### config.mk
export PLATFORM = sky130hd
export DESIGN_NAME = pwr_manager_top
export DESIGN_NICKNAME = d
export VERILOG_FILES = /design/src/source/pwr_pkg.sv /design/src/source/pwr_cpu_domain.sv /design/src/source/pwr_delay_counter.sv /design/src/source/pwr_level_domain.sv /design/src/source/pwr_manager_top.sv /design/src/source/pwr_regs.sv /design/src/source/pwr_timed_sequencer.sv
export SDC_FILE = /design/constraint.sdc
export NUM_CORES = 1
export LEC_CHECK = 0
export ABC_AREA = 0
export BUFFER_PORTS_ARGS = -buffer_cell sky130_fd_sc_hd__buf_2
export CELL_PAD_IN_SITES_DETAIL_PLACEMENT = 0
export CELL_PAD_IN_SITES_GLOBAL_PLACEMENT = 1
export CORE_ASPECT_RATIO = 0.9
export CORE_MARGIN = 3
export CORE_UTILIZATION = 35
export DETAILED_ROUTE_END_ITERATION = 10
export PLACE_DENSITY = 0.74
export SLEW_MARGIN = 40
export SYNTH_ARGS = -nofsm -noshare
export SYNTH_HDL_FRONTEND = slang
export SYNTH_SLANG_ARGS = --single-unit
### constraint.sdc
create_clock -name clk_i -period 5.3 [get_ports clk_i]
set_clock_uncertainty 0.15 [all_clocks]
set_input_delay 0.795 -clock clk_i [delete_from_list [all_inputs] [get_ports clk_i]]
set_output_delay 0.795 -clock clk_i [all_outputs]
set_load 0.05 [all_outputs]
### src/source/pwr_pkg.sv
/*
  Power manager shared definitions
  Register map, register bus structs and per-domain control structs
*/
package pwr_pkg;

  localparam int REG_ADDR_W = 8;
  localparam int REG_DATA_W = 32;
  localparam int CNT_W_MAX  = 32;

  // word addresses
  localparam logic [REG_ADDR_W-1:0] ADDR_CTRL        = 8'h00;
  localparam logic [REG_ADDR_W-1:0] ADDR_WAKE_EN     = 8'h01;
  localparam logic [REG_ADDR_W-1:0] ADDR_INTR_STATE  = 8'h02;
  localparam logic [REG_ADDR_W-1:0] ADDR_CPU_SW_OFF  = 8'h03;
  localparam logic [REG_ADDR_W-1:0] ADDR_CPU_SW_ON   = 8'h04;
  localparam logic [REG_ADDR_W-1:0] ADDR_CPU_ISO_OFF = 8'h05;
  localparam logic [REG_ADDR_W-1:0] ADDR_CPU_ISO_ON  = 8'h06;
  localparam logic [REG_ADDR_W-1:0] ADDR_CPU_RST_OFF = 8'h07;
  localparam logic [REG_ADDR_W-1:0] ADDR_CPU_RST_ON  = 8'h08;
  localparam logic [REG_ADDR_W-1:0] ADDR_PERIPH      = 8'h09;
  localparam logic [REG_ADDR_W-1:0] ADDR_ACK         = 8'h0A;
  localparam logic [REG_ADDR_W-1:0] ADDR_MONITOR     = 8'h0B;
  // one word per RAM bank from here on
  localparam logic [REG_ADDR_W-1:0] ADDR_RAM_BASE    = 8'h10;

  // inactive levels of the active-low controls
  localparam logic SWITCH_IDLE = 1'b1;
  localparam logic ISO_IDLE    = 1'b1;
  localparam logic RST_IDLE    = 1'b1;

  typedef struct packed {
    logic                  valid;
    logic                  write;
    logic [REG_ADDR_W-1:0] addr;
    logic [REG_DATA_W-1:0] wdata;
  } reg_req_t;

  typedef struct packed {
    logic [REG_DATA_W-1:0] rdata;
    logic                  error;
  } reg_rsp_t;

  typedef struct packed {
    logic switch_n;
    logic iso_n;
    logic rst_n;
  } pwr_ctrl_t;

  typedef struct packed {
    logic [CNT_W_MAX-1:0] off_val;
    logic [CNT_W_MAX-1:0] on_val;
  } pwr_delay_t;

  typedef struct packed {
    pwr_delay_t            switch_dly;
    pwr_delay_t            iso_dly;
    pwr_delay_t            rst_dly;
    logic                  core_gate_en;
    logic                  wait_ack;
    logic [REG_DATA_W-1:0] wake_mask;
  } pwr_cpu_cfg_t;

  typedef struct packed {
    logic switch_off;
    logic isolate;
    logic reset;
    logic wait_ack;
  } pwr_level_cfg_t;

endpackage

### src/source/pwr_cpu_domain.sv
/*
  CPU power domain
  Timed switch, isolation and reset sequencing with wake and ack handling
*/
`timescale 1ns/1ps

module pwr_cpu_domain #(
  parameter int CNT_W = 32
) (
  input  logic                           clk_i,
  input  logic                           reset_i,
  input  pwr_pkg::pwr_cpu_cfg_t          cfg_i,
  input  logic [pwr_pkg::REG_DATA_W-1:0] intr_state_i,
  input  logic                           core_sleep_i,
  input  logic                           ack_i,
  output pwr_pkg::pwr_ctrl_t             ctrl_o,
  output logic                           ack_sync_o
);

  logic ack_meta_q;
  logic ack_sync_q;
  logic off_trig;
  logic wake_trig;
  logic on_permit;

  // two-flop ack synchronizer
  always_ff @(posedge clk_i) begin
    if (reset_i) begin
      ack_meta_q <= 1'b0;
      ack_sync_q <= 1'b0;
    end else begin
      ack_meta_q <= ack_i;
      ack_sync_q <= ack_meta_q;
    end
  end

  assign off_trig  = cfg_i.core_gate_en & core_sleep_i;
  // any pending interrupt that is enabled for wake
  assign wake_trig = |(cfg_i.wake_mask & intr_state_i);
  assign on_permit = ~cfg_i.wait_ack | ack_sync_q;

  // ------------------------------------------------------------------
  // sequencers
  // ------------------------------------------------------------------
  pwr_timed_sequencer #(.CNT_W(CNT_W)) switch_seq_u (
    .clk_i       (clk_i),
    .reset_i     (reset_i),
    .off_i       (off_trig),
    .on_i        (wake_trig),
    .on_permit_i (1'b1),
    .delay_i     (cfg_i.switch_dly),
    .active_n_o  (ctrl_o.switch_n)
  );

  pwr_timed_sequencer #(.CNT_W(CNT_W)) iso_seq_u (
    .clk_i       (clk_i),
    .reset_i     (reset_i),
    .off_i       (off_trig),
    .on_i        (wake_trig),
    .on_permit_i (on_permit),
    .delay_i     (cfg_i.iso_dly),
    .active_n_o  (ctrl_o.iso_n)
  );

  pwr_timed_sequencer #(.CNT_W(CNT_W)) rst_seq_u (
    .clk_i       (clk_i),
    .reset_i     (reset_i),
    .off_i       (off_trig),
    .on_i        (wake_trig),
    .on_permit_i (on_permit),
    .delay_i     (cfg_i.rst_dly),
    .active_n_o  (ctrl_o.rst_n)
  );

  assign ack_sync_o = ack_sync_q;

endmodule

### src/source/pwr_delay_counter.sv
/*
  Delay counter, loaded on start and counting down to zero
*/
`timescale 1ns/1ps

module pwr_delay_counter #(
  parameter int CNT_W = 32
) (
  input  logic             clk_i,
  input  logic             reset_i,
  input  logic             start_i,
  input  logic [CNT_W-1:0] load_i,
  output logic             done_o
);

  logic [CNT_W-1:0] count_q;
  logic             running_q;

  always_ff @(posedge clk_i) begin
    if (reset_i) begin
      running_q <= 1'b0;
    end else if (start_i) begin
      running_q <= 1'b1;
    end else if (done_o) begin
      running_q <= 1'b0;
    end
  end

  // load on start, then step down to zero
  always_ff @(posedge clk_i) begin
    if (start_i) begin
      count_q <= load_i;
    end else if (running_q && count_q != '0) begin
      count_q <= count_q - 1'b1;
    end
  end

  // one cycle pulse once zero is reached
  assign done_o = running_q && (count_q == '0);

endmodule

### src/source/pwr_level_domain.sv
/*
  Level-controlled power domain (peripheral or RAM bank)
  Registered controls, release held until the synchronized ack when asked
*/
`timescale 1ns/1ps

module pwr_level_domain #(
  parameter bit HAS_RESET = 1'b1
) (
  input  logic                    clk_i,
  input  logic                    reset_i,
  input  pwr_pkg::pwr_level_cfg_t cfg_i,
  input  logic                    ack_i,
  output pwr_pkg::pwr_ctrl_t      ctrl_o,
  output logic                    ack_sync_o
);

  logic ack_meta_q;
  logic ack_sync_q;
  logic permit;
  logic switch_n_q;
  logic iso_n_q;

  always_ff @(posedge clk_i) begin
    if (reset_i) begin
      ack_meta_q <= 1'b0;
      ack_sync_q <= 1'b0;
    end else begin
      ack_meta_q <= ack_i;
      ack_sync_q <= ack_meta_q;
    end
  end

  assign permit = ~cfg_i.wait_ack | ack_sync_q;

  // isolation is only lifted once the switch has been on for a cycle
  always_ff @(posedge clk_i) begin
    if (reset_i) begin
      switch_n_q <= pwr_pkg::SWITCH_IDLE;
      iso_n_q    <= pwr_pkg::ISO_IDLE;
    end else begin
      switch_n_q <= ~cfg_i.switch_off;
      if (cfg_i.isolate) begin
        iso_n_q <= 1'b0;
      end else if (permit && switch_n_q && !cfg_i.switch_off) begin
        iso_n_q <= 1'b1;
      end
    end
  end

  if (HAS_RESET) begin : g_rst
    logic rst_n_q;

    always_ff @(posedge clk_i) begin
      if (reset_i) begin
        rst_n_q <= pwr_pkg::RST_IDLE;
      end else if (cfg_i.reset) begin
        rst_n_q <= 1'b0;
      end else if (permit) begin
        rst_n_q <= 1'b1;
      end
    end

    assign ctrl_o.rst_n = rst_n_q;
  end else begin : g_no_rst
    assign ctrl_o.rst_n = pwr_pkg::RST_IDLE;
  end

  assign ctrl_o.switch_n = switch_n_q;
  assign ctrl_o.iso_n    = iso_n_q;
  assign ack_sync_o      = ack_sync_q;

  iso_after_switch_a: assert property (@(posedge clk_i) disable iff (reset_i)
    $rose(ctrl_o.iso_n) |-> ctrl_o.switch_n);

endmodule

### src/source/pwr_manager_top.sv
/*
  Power manager top level
  Register file, CPU domain, peripheral domain and RAM bank domains
*/
`timescale 1ns/1ps

module pwr_manager_top #(
  parameter int NUM_BANKS = 2,
  parameter int CNT_W     = 32
) (
  input  logic                               clk_i,
  input  logic                               reset_i,
  input  pwr_pkg::reg_req_t                  reg_req_i,
  output pwr_pkg::reg_rsp_t                  reg_rsp_o,
  input  logic                               core_sleep_i,
  input  logic [pwr_pkg::REG_DATA_W-1:0]     intr_i,
  input  logic                               cpu_ack_i,
  input  logic                               periph_ack_i,
  input  logic [NUM_BANKS-1:0]               ram_ack_i,
  output pwr_pkg::pwr_ctrl_t                 cpu_ctrl_o,
  output pwr_pkg::pwr_ctrl_t                 periph_ctrl_o,
  output pwr_pkg::pwr_ctrl_t [NUM_BANKS-1:0] ram_ctrl_o
);

  pwr_pkg::pwr_cpu_cfg_t                   cpu_cfg;
  pwr_pkg::pwr_level_cfg_t                 periph_cfg;
  pwr_pkg::pwr_level_cfg_t [NUM_BANKS-1:0] ram_cfg;
  logic [pwr_pkg::REG_DATA_W-1:0]          intr_state;
  logic                                    cpu_ack_sync;
  logic                                    periph_ack_sync;
  logic [NUM_BANKS-1:0]                    ram_ack_sync;

  pwr_regs #(.NUM_BANKS(NUM_BANKS)) regs_u (
    .clk_i           (clk_i),
    .reset_i         (reset_i),
    .reg_req_i       (reg_req_i),
    .reg_rsp_o       (reg_rsp_o),
    .intr_i          (intr_i),
    .core_status_i   (cpu_ctrl_o),
    .periph_status_i (periph_ctrl_o),
    .ram_status_i    (ram_ctrl_o),
    .ack_sync_i      ({ram_ack_sync, periph_ack_sync, cpu_ack_sync}),
    .cpu_cfg_o       (cpu_cfg),
    .intr_state_o    (intr_state),
    .periph_cfg_o    (periph_cfg),
    .ram_cfg_o       (ram_cfg)
  );

  pwr_cpu_domain #(.CNT_W(CNT_W)) cpu_u (
    .clk_i        (clk_i),
    .reset_i      (reset_i),
    .cfg_i        (cpu_cfg),
    .intr_state_i (intr_state),
    .core_sleep_i (core_sleep_i),
    .ack_i        (cpu_ack_i),
    .ctrl_o       (cpu_ctrl_o),
    .ack_sync_o   (cpu_ack_sync)
  );

  pwr_level_domain #(.HAS_RESET(1'b1)) periph_u (
    .clk_i      (clk_i),
    .reset_i    (reset_i),
    .cfg_i      (periph_cfg),
    .ack_i      (periph_ack_i),
    .ctrl_o     (periph_ctrl_o),
    .ack_sync_o (periph_ack_sync)
  );

  // RAM banks keep rst_n released
  for (genvar b = 0; b < NUM_BANKS; b++) begin : g_ram
    pwr_level_domain #(.HAS_RESET(1'b0)) ram_u (
      .clk_i      (clk_i),
      .reset_i    (reset_i),
      .cfg_i      (ram_cfg[b]),
      .ack_i      (ram_ack_i[b]),
      .ctrl_o     (ram_ctrl_o[b]),
      .ack_sync_o (ram_ack_sync[b])
    );
  end

endmodule

### src/source/pwr_regs.sv
/*
  Power manager register file
  Bus decode, configuration registers, interrupt sampling and status readback
*/
`timescale 1ns/1ps

module pwr_regs #(
  parameter int NUM_BANKS = 2
) (
  input  logic                                   clk_i,
  input  logic                                   reset_i,
  input  pwr_pkg::reg_req_t                      reg_req_i,
  output pwr_pkg::reg_rsp_t                      reg_rsp_o,
  input  logic [pwr_pkg::REG_DATA_W-1:0]         intr_i,
  input  pwr_pkg::pwr_ctrl_t                     core_status_i,
  input  pwr_pkg::pwr_ctrl_t                     periph_status_i,
  input  pwr_pkg::pwr_ctrl_t [NUM_BANKS-1:0]     ram_status_i,
  input  logic [NUM_BANKS+1:0]                   ack_sync_i,
  output pwr_pkg::pwr_cpu_cfg_t                  cpu_cfg_o,
  output logic [pwr_pkg::REG_DATA_W-1:0]         intr_state_o,
  output pwr_pkg::pwr_level_cfg_t                periph_cfg_o,
  output pwr_pkg::pwr_level_cfg_t [NUM_BANKS-1:0] ram_cfg_o
);

  localparam int AW = pwr_pkg::REG_ADDR_W;
  localparam int DW = pwr_pkg::REG_DATA_W;

  pwr_pkg::pwr_cpu_cfg_t                   cpu_cfg_q;
  pwr_pkg::pwr_level_cfg_t                 periph_q;
  pwr_pkg::pwr_level_cfg_t [NUM_BANKS-1:0] ram_q;
  logic [DW-1:0]                           intr_state_q;
  logic [NUM_BANKS-1:0]                    ram_hit;
  logic [3*(NUM_BANKS+2)-1:0]              monitor;
  logic [DW-1:0]                           rdata;
  logic                                    hit;
  logic                                    wr_en;
  logic                                    ro_write;

  assign wr_en = reg_req_i.valid & reg_req_i.write;

  always_comb begin
    for (int b = 0; b < NUM_BANKS; b++) begin
      ram_hit[b] = (reg_req_i.addr == pwr_pkg::ADDR_RAM_BASE + AW'(b));
    end
  end

  // ------------------------------------------------------------------
  // writable registers
  // ------------------------------------------------------------------
  always_ff @(posedge clk_i) begin
    if (reset_i) begin
      cpu_cfg_q <= '0;
      periph_q  <= '0;
      ram_q     <= '0;
    end else if (wr_en) begin
      case (reg_req_i.addr)
        pwr_pkg::ADDR_CTRL: begin
          cpu_cfg_q.core_gate_en <= reg_req_i.wdata[0];
          cpu_cfg_q.wait_ack     <= reg_req_i.wdata[1];
        end
        pwr_pkg::ADDR_WAKE_EN:     cpu_cfg_q.wake_mask          <= reg_req_i.wdata;
        pwr_pkg::ADDR_CPU_SW_OFF:  cpu_cfg_q.switch_dly.off_val <= reg_req_i.wdata;
        pwr_pkg::ADDR_CPU_SW_ON:   cpu_cfg_q.switch_dly.on_val  <= reg_req_i.wdata;
        pwr_pkg::ADDR_CPU_ISO_OFF: cpu_cfg_q.iso_dly.off_val    <= reg_req_i.wdata;
        pwr_pkg::ADDR_CPU_ISO_ON:  cpu_cfg_q.iso_dly.on_val     <= reg_req_i.wdata;
        pwr_pkg::ADDR_CPU_RST_OFF: cpu_cfg_q.rst_dly.off_val    <= reg_req_i.wdata;
        pwr_pkg::ADDR_CPU_RST_ON:  cpu_cfg_q.rst_dly.on_val     <= reg_req_i.wdata;
        pwr_pkg::ADDR_PERIPH: begin
          periph_q.switch_off <= reg_req_i.wdata[0];
          periph_q.isolate    <= reg_req_i.wdata[1];
          periph_q.reset      <= reg_req_i.wdata[2];
          periph_q.wait_ack   <= reg_req_i.wdata[3];
        end
        default: ;
      endcase
      // bit2 is not stored since banks have no domain reset
      for (int b = 0; b < NUM_BANKS; b++) begin
        if (ram_hit[b]) begin
          ram_q[b].switch_off <= reg_req_i.wdata[0];
          ram_q[b].isolate    <= reg_req_i.wdata[1];
          ram_q[b].wait_ack   <= reg_req_i.wdata[3];
        end
      end
    end
  end

  // interrupts sampled every cycle
  always_ff @(posedge clk_i) begin
    if (reset_i) begin
      intr_state_q <= '0;
    end else begin
      intr_state_q <= intr_i;
    end
  end

  // ------------------------------------------------------------------
  // read mux
  // ------------------------------------------------------------------
  // 3 bits per domain with switch_n lowest
  always_comb begin
    monitor[2:0] = {core_status_i.rst_n, core_status_i.iso_n, core_status_i.switch_n};
    monitor[5:3] = {periph_status_i.rst_n, periph_status_i.iso_n, periph_status_i.switch_n};
    for (int b = 0; b < NUM_BANKS; b++) begin
      monitor[3*(b+2) +: 3] = {ram_status_i[b].rst_n, ram_status_i[b].iso_n,
                               ram_status_i[b].switch_n};
    end
  end

  always_comb begin
    rdata = '0;
    hit   = 1'b1;
    case (reg_req_i.addr)
      pwr_pkg::ADDR_CTRL:        rdata = DW'({cpu_cfg_q.wait_ack, cpu_cfg_q.core_gate_en});
      pwr_pkg::ADDR_WAKE_EN:     rdata = cpu_cfg_q.wake_mask;
      pwr_pkg::ADDR_INTR_STATE:  rdata = intr_state_q;
      pwr_pkg::ADDR_CPU_SW_OFF:  rdata = cpu_cfg_q.switch_dly.off_val;
      pwr_pkg::ADDR_CPU_SW_ON:   rdata = cpu_cfg_q.switch_dly.on_val;
      pwr_pkg::ADDR_CPU_ISO_OFF: rdata = cpu_cfg_q.iso_dly.off_val;
      pwr_pkg::ADDR_CPU_ISO_ON:  rdata = cpu_cfg_q.iso_dly.on_val;
      pwr_pkg::ADDR_CPU_RST_OFF: rdata = cpu_cfg_q.rst_dly.off_val;
      pwr_pkg::ADDR_CPU_RST_ON:  rdata = cpu_cfg_q.rst_dly.on_val;
      pwr_pkg::ADDR_PERIPH:      rdata = DW'({periph_q.wait_ack, periph_q.reset,
                                              periph_q.isolate, periph_q.switch_off});
      pwr_pkg::ADDR_ACK:         rdata = DW'(ack_sync_i);
      pwr_pkg::ADDR_MONITOR:     rdata = DW'(monitor);
      default:                   hit   = 1'b0;
    endcase
    for (int b = 0; b < NUM_BANKS; b++) begin
      if (ram_hit[b]) begin
        rdata = DW'({ram_q[b].wait_ack, 1'b0, ram_q[b].isolate, ram_q[b].switch_off});
        hit   = 1'b1;
      end
    end
  end

  assign reg_rsp_o.rdata = rdata;
  assign reg_rsp_o.error = reg_req_i.valid & ~hit;

  assign cpu_cfg_o    = cpu_cfg_q;
  assign intr_state_o = intr_state_q;
  assign periph_cfg_o = periph_q;
  assign ram_cfg_o    = ram_q;

  // status words are read only
  assign ro_write = wr_en && (reg_req_i.addr == pwr_pkg::ADDR_INTR_STATE ||
                              reg_req_i.addr == pwr_pkg::ADDR_ACK ||
                              reg_req_i.addr == pwr_pkg::ADDR_MONITOR);

  ro_write_a: assert property (@(posedge clk_i) disable iff (reset_i)
    ro_write |=> $stable({cpu_cfg_q, periph_q, ram_q}));

endmodule

### src/source/pwr_timed_sequencer.sv
/*
  Timed off/on sequencer for one active-low control signal
*/
`timescale 1ns/1ps

module pwr_timed_sequencer #(
  parameter int CNT_W = 32
) (
  input  logic                clk_i,
  input  logic                reset_i,
  input  logic                off_i,
  input  logic                on_i,
  input  logic                on_permit_i,
  input  pwr_pkg::pwr_delay_t delay_i,
  output logic                active_n_o
);

  typedef enum logic [1:0] {
    ST_ON,
    ST_COUNT_OFF,
    ST_OFF,
    ST_COUNT_ON
  } seq_state_e;

  seq_state_e state_q, state_d;
  logic       active_n_q, active_n_d;
  logic       start_off, start_on;
  logic       off_done, on_done;

  always_comb begin
    state_d    = state_q;
    active_n_d = active_n_q;
    start_off  = 1'b0;
    start_on   = 1'b0;
    case (state_q)
      ST_ON: begin
        if (off_i) begin
          start_off = 1'b1;
          state_d   = ST_COUNT_OFF;
        end
      end
      ST_COUNT_OFF: begin
        if (off_done) begin
          state_d    = ST_OFF;
          active_n_d = 1'b0;
        end
      end
      ST_OFF: begin
        // wake waits for permission, e.g. the power switch ack
        if (on_i && on_permit_i) begin
          start_on = 1'b1;
          state_d  = ST_COUNT_ON;
        end
      end
      ST_COUNT_ON: begin
        if (on_done) begin
          state_d    = ST_ON;
          active_n_d = 1'b1;
        end
      end
      default: state_d = ST_ON;
    endcase
  end

  always_ff @(posedge clk_i) begin
    if (reset_i) begin
      state_q    <= ST_ON;
      active_n_q <= 1'b1;
    end else begin
      state_q    <= state_d;
      active_n_q <= active_n_d;
    end
  end

  pwr_delay_counter #(.CNT_W(CNT_W)) off_cnt_u (
    .clk_i   (clk_i),
    .reset_i (reset_i),
    .start_i (start_off),
    .load_i  (delay_i.off_val[CNT_W-1:0]),
    .done_o  (off_done)
  );

  pwr_delay_counter #(.CNT_W(CNT_W)) on_cnt_u (
    .clk_i   (clk_i),
    .reset_i (reset_i),
    .start_i (start_on),
    .load_i  (delay_i.on_val[CNT_W-1:0]),
    .done_o  (on_done)
  );

  assign active_n_o = active_n_q;

  change_after_expiry_a: assert property (@(posedge clk_i) disable iff (reset_i)
    $changed(active_n_o) |-> $past(off_done || on_done));

endmodule
==> flow_summary.ini, run 1 <==
[floorplanning]
initial_core_util_pct = 35.8
rows = 89
die_width_um = 280
fp.dieH_um = 253
core-area_um2 = 66300
io_pins = 126
dieArea_um2 = 70900

[clocking]
numCtsBuffers = 54
postCtsResizedCells = 0
cts_root_buf = clkbuf_16
cts_hold_buf = 0
clock_latency_ns = 0.61
clkTransAtPathRegs_ns = 0.05
ctsHtreeMaxLevel = 2
cts.sinks = 490
cts_setup_buffers = 0
ctsLongestPathBuffers = 3
cts_tree = done

[hold_path]
hold_class = in2reg

[timing]
fin_crit_ns = 4.68
drv_slew = 0
period_share_pct = 88.4
rsz0062_at_grt = false
tightest_slew_ns = 0.919
relSlewSlack_pct = 38.3
setup_tns_ns = 0
final-hold-violation-count = 0
fmax_mhz = 213
holdWs_ns = 0.239
setup_viol = 0

[power_and_ir_drop]
p_leak_nw = 8.43
vdd_drop_max_v = 0.000231
pwr_density_cell_nw_per_um2 = 298

[layout]
multiInputGateArea_um2 = 11200
instances_no_fill = 3691
seq_area_um2 = 11700
fill_cells = 6597
drive_gt1_share_pct = 10.6
final_cell_area_um2 = 26900
syn_to_final_growth_pct = 13.7
nNetsFinal = 2884

[worst_setup_path]
end_kind = output port
regToRegSetupSlack_ns = 1.57
cp_cell_sequence = buf_2, or4_1, nor3_1, and2_1, buf_4, a22oi_1, o211ai_1, buf_2
max_stage_delay_ns = 0.78
cp_max_fo = 18
critPathArrivalTime_ns = 3.74
cpMaxStageDelayCell = or4_1
start_kind = primary input
cpMostUsedCell = buf_2
critPathKind = in2out
required_ns = 4.36

[placement]
portBuffers = 123
gp_congestion = 0.959
post-dp-hpwl_mm = 65.3
place_area_um2 = 25100
dpl.cell_count = 3590

[global_route]
antenna_found_initial = 2
grt_max_degree = 188
grt.total_usage_pct = 24.6
grt_pass1_wl_mm = 130
grt-ovfl-total = 0
first_global_vias = 19700

[yosys]
synth_area_um2 = 23700
seq_area_frac_synth_pct = 49.5
yosysTopAreaCell = dfxtp_1
synth_edf_count = 192
ys_seq_elements = 490
ys.flop_type = dfxtp_1
async_reset_ff_share_pct = 0
synth_area_leaders = dfxtp_1, edfxtp_1, nand2_1, a21oi_1, o21ai_0
syn_avg_cell_area_um2 = 8.67
synth_cell_types = 74
post-synth-top-area-fraction_pct = 25.2
yosys_warnings = 0
synthCells = 2732

[drt]
drt-initial-drc-count = 3084
avgViaCountPerCell = 5.74
post_drt_wl_per_cell_um = 24.2
dr.pass1.iters = 10
ant_nets = 0
vias = 21200
drt-total-wl_mm = 89.4
drc = 0

[run_status]
status = complete, no violations

[flow_run]
maxCapViolCount = 0
==> per-stage QoR <==
stage | worst slack, ns | power [mW] | utilization [%]
final | 0.616 | 8.03 | 40.7
after global routing | 0.536 | 8.23 | 40.7
after CTS | 0.729 | 8.06 | 40.6
after detailed placement | 0.723 | 4.34 | 38.0
after global placement | 0.768 | 4.34 | 37.9
after floorplan | 0.917 | 4.17 | -
==> registers in the layout, indices dropped and copies added (netlist names), 2 cells and up <==
register and count:
cpu_u.rst_seq_u.on_cnt_u.count_q 32, cpu_u.switch_seq_u.on_cnt_u.count_q 32, cpu_u.iso_seq_u.off_cnt_u.count_q 32, g_ram.ram_u.ack_meta_q 2, regs_u.intr_state_o 32, regs_u.ram_cfg_o 6, cpu_u.rst_seq_u.state_q 2, cpu_u.switch_seq_u.off_cnt_u.count_q 32
cpu_u.iso_seq_u.on_cnt_u.count_q 32, cpu_u.iso_seq_u.state_q 2, g_ram.ram_u.ack_sync_o 2, g_ram.ram_u.switch_n_q 2, regs_u.periph_cfg_o 4, cpu_u.switch_seq_u.state_q 2, regs_u.cpu_cfg_o 226, g_ram.ram_u.iso_n_q 2
cpu_u.rst_seq_u.off_cnt_u.count_q 32
==> power breakdown <==
part | internal, mW | switching (mW) | total [mW] | leakage [nW]
clock network | 2.16 | 1.59 | 3.75 | 0.862
registers | 3.91 | 0.0460 | 3.96 | 4.14
logic | 0.0898 | 0.232 | 0.322 | 3.43
==> synthesized netlist by cell type (20+ instances only) <==
cell type and instances:
nand2_1 754, dfxtp_1 298, a21oi_1 243, o21ai_0 200, edfxtp_1 192, clkbuf_1 156, nor2_1 115, xnor2_1 109
a22oi_1 65, xor2_1 59, nor2b_1 53, nor3_1 52, nor4_1 39, inv_1 32, mux2i_1 26, a221oi_1 24
o211ai_1 21, ha_1 20
==> layout make-up <==
type | instances | share of cell area [%]
Sequential cell | 490 | 43.5
Tap cell | 864 | 4.01
Clock buffer | 88 | 6.22
Antenna cell | 1 | 0.00929
Timing Repair Buffer | 173 | 3.88
Inverter | 33 | 0.460
Clock inverter | 11 | 0.269
Multi-Input combinational cell | 2031 | 41.6
==> critical path, delay by kind of cell <==
kind,cells,cell delay (ns)
buffers and inverters,3,0.84
AO/OA/AOI/OAI,2,0.38
AND/OR/NAND/NOR,3,1.71
==> layer usage <==
metal	vias to the layer above	GRT usage [%]	wire (um)
met3	173	6.41	10200
li1	9656	-	-
met5	-	0	19
met4	2	9.25	3450
met2	1150	35.0	36500
met1	10200	35.6	39200
==> logic make-up (layout without fill, tap and decap cells) <==
group,after synthesis,after routing,share of synthesized area (%)
simple gates,1171,1171,22.2
compound gates,639,639,16.1
flops,490,490,49.5
buf+inv,212,305,3.60
xor+xnor,168,168,6.21
mux,31,31,1.34
fa+ha+maj,20,20,1.06
other cells,1,3,0.0158
==> placed cells by master, fill, tap and decap left out, drive strengths merged, types with 19 or more instances in the layout <==
master | Yosys | routed
or3 | 21 | 21
nand2 | 754 | 754
clkbuf | 156 | 89
a221oi | 25 | 25
nor2 | 115 | 115
nor3 | 53 | 53
inv | 32 | 32
o211ai | 21 | 21
o21ai | 203 | 203
xnor2 | 109 | 109
nor2b | 53 | 53
mux2i | 26 | 26
dfxtp | 298 | 298
xor2 | 59 | 59
or4 | 19 | 19
a22oi | 65 | 65
nor4 | 41 | 41
a21oi | 243 | 243
buf | 23 | 172
ha | 20 | 20
edfxtp | 192 | 192
==> final timing paths <==
kind / startpoint / to / cells past startpoint
hold / removal: ram_ack_i[0] / g_ram[0].ram_u.ack_meta_q$_SDFF_PP0_ / 2
hold reg to reg: regs_u.ram_cfg_o[3]$_SDFFE_PP0P_ / g_ram[0].ram_u.switch_n_q$_SDFF_PP1_ / 1
setup / recovery: reg_req_i[36] / reg_rsp_o[16] / 8
setup reg to reg: cpu_u.iso_seq_u.on_cnt_u.count_q[0]$_DFFE_PP_ / cpu_u.iso_seq_u.on_cnt_u.running_q$_SDFFE_PP0P_ / 9
No activity file was read; power rests on OpenSTA's default activity.
==> run 2, diff against run 1 <==
Settings changed: CELL_PAD_IN_SITES_DETAIL_PLACEMENT 0 to unset, CELL_PAD_IN_SITES_GLOBAL_PLACEMENT 1 to unset, PLACE_DENSITY 0.74 to 0.63.
==> flow_summary.ini, run 2 (synthesis gave the netlist of run 1 again) <==
[worst_setup_path]
cp_cell_sequence = buf_2, or4_1, nor3_1, buf_4, and2_1, buf_4, a22oi_1, o211ai_1, buf_2
start_kind = primary input
regToRegSetupSlack_ns = 1.52
worst-path-stages = 9
critPathKind = in2out
max_stage_delay_ns = 0.80
cp-endpoint = reg_rsp_o[7]
crit_start = reg_req_i[36]
end_kind = output port
r2r_start = cpu_u.iso_seq_u.on_cnt_u.count_q[0]$_DFFE_PP_
required_ns = 4.36
worstReg2RegEnd = cpu_u.iso_seq_u.on_cnt_u.running_q$_SDFFE_PP0P_
crit_family = simple AND/OR/NAND/NOR gates
r2r_cells = 9
cp_max_fo = 16
cpMaxStageDelayCell = or4_1
critPathArrivalTime_ns = 3.80
cp.buffers_inverters = 4

[hold_path]
hold_class = in2reg

[drt]
ant_nets = 0
dr_wl_met3_mm = 11.1
avgViaCountPerCell = 5.72
wl_met2_mm = 34.9
drc = 0
met1_length_mm = 38.1
post_drt_wl_per_cell_um = 23.8
drt-initial-drc-count = 3456
routed.top_layer = met5
drt-total-wl_mm = 88.0
dr.pass1.iters = 9
vias = 21100

[run_status]
status = complete, no violations

[clocking]
ctsLongestPathBuffers = 3
cts_hold_buf = 0
cts_tree = done
postCtsResizedCells = 0
cts_setup_buffers = 0
clkTransAtPathRegs_ns = 0.06
numCtsBuffers = 50
cts.sinks = 490
ctsHtreeMaxLevel = 2
clock_latency_ns = 0.61
cts_root_buf = clkbuf_16

[layout]
seq_area_um2 = 11700
nNetsFinal = 2879
layout_commonest_cell = nand2_1
largest_reg_flops = 226
final_cell_mix = nand2_1, dfxtp_1, a21oi_1, o21ai_0, edfxtp_1
fill_cells = 6590
syn_to_final_growth_pct = 13.5
drive_gt1_share_pct = 10.7
multiInputGateArea_um2 = 11200

[timing]
drv_slew = 0
timing.final.ws_setup_ns = 0.556
setup_tns_ns = 0
setup_viol = 0
fin_crit_ns = 4.74
rsz0062_at_grt = false
relSlewSlack_pct = 45.0
fmax_mhz = 211
holdWs_ns = 0.247
tightest_slew_ns = 0.825
final-hold-violation-count = 0
period_share_pct = 89.5

[floorplanning]
rows = 89
dieArea_um2 = 70900
io_pins = 126
initial_core_util_pct = 35.8
core-area_um2 = 66300
die_width_um = 280
fp.dieH_um = 253

[power_and_ir_drop]
p_leak_nw = 8.39
pwr_density_cell_nw_per_um2 = 294
vdd_drop_max_v = 0.000233

[global_route]
antenna_found_initial = 9
first_global_vias = 19200
grt_max_degree = 116
grt.total_usage_pct = 24.3
grt-ovfl-total = 0
grt_pass1_wl_mm = 128

[flow_run]
maxCapViolCount = 0

[placement]
portBuffers = 123
post-dp-hpwl_mm = 64.3
gp_congestion = 0.978
pre_cts_ws_ns = 0.643
[run 2: cell count changes in the layout (fill, tap and decap cells not counted), sizes merged]
cell / before / now
clkinv: 12 / 23
diode: 1 / 6
clkbuf: 89 / 67
bufinv: 0 / 3
inv: 32 / 34
[run 2: how the worst min path moves through the flow]
stage,cells after the start,to,slack (ns),start
after floorplan,1,g_ram[0].ram_u.switch_n_q$_SDFF_PP1_,0.23,regs_u.ram_cfg_o[3]$_SDFFE_PP0P_
after detailed placement,1,periph_u.switch_n_q$_SDFF_PP1_,0.26,regs_u.periph_cfg_o[3]$_SDFFE_PP0P_
after global routing,2,regs_u.intr_state_o[21]$_SDFF_PP0_,0.25,intr_i[21]
after CTS,2,regs_u.intr_state_o[21]$_SDFF_PP0_,0.22,intr_i[21]
after global placement,1,periph_u.switch_n_q$_SDFF_PP1_,0.26,regs_u.periph_cfg_o[3]$_SDFFE_PP0P_
final,2,regs_u.intr_state_o[13]$_SDFF_PP0_,0.25,intr_i[13]
[run 2: through the flow]
step                cell area [um^2]  util (%)  instances  total power [mW]
floorplan                      23700         -       2733              4.17
global placement               25100      37.9       3589              4.34
detailed placement             25200      38.0       3590              4.34
CTS                            26900      40.5       3684              7.94
global route                   26900      40.6       3687              8.11
finish                         26900      40.6       3690              7.91
[run 2: final cells by class]
cell class | count | share of cell area [%]
Sequential cell | 490 | 43.6
Inverter | 33 | 0.461
Timing Repair Buffer | 172 | 3.93
Antenna cell | 6 | 0.0558
Clock inverter | 27 | 0.819
Tap cell | 864 | 4.02
Multi-Input combinational cell | 2031 | 41.7
Clock buffer | 67 | 5.40
[run 2: layer usage]
layer  global-route usage, %  vias to the layer above
li1                        -                     9645
met1                    35.8                    10000
met2                    32.9                     1263
met3                    6.51                      155
met4                    10.7                        2
met5                       0                        -
[run 2: report_power, final]
group / switching, mW / internal [mW] / total (mW)
Clock: 1.57 / 2.08 / 3.64
Combinational: 0.228 / 0.0884 / 0.317
Sequential: 0.0444 / 3.91 / 3.95
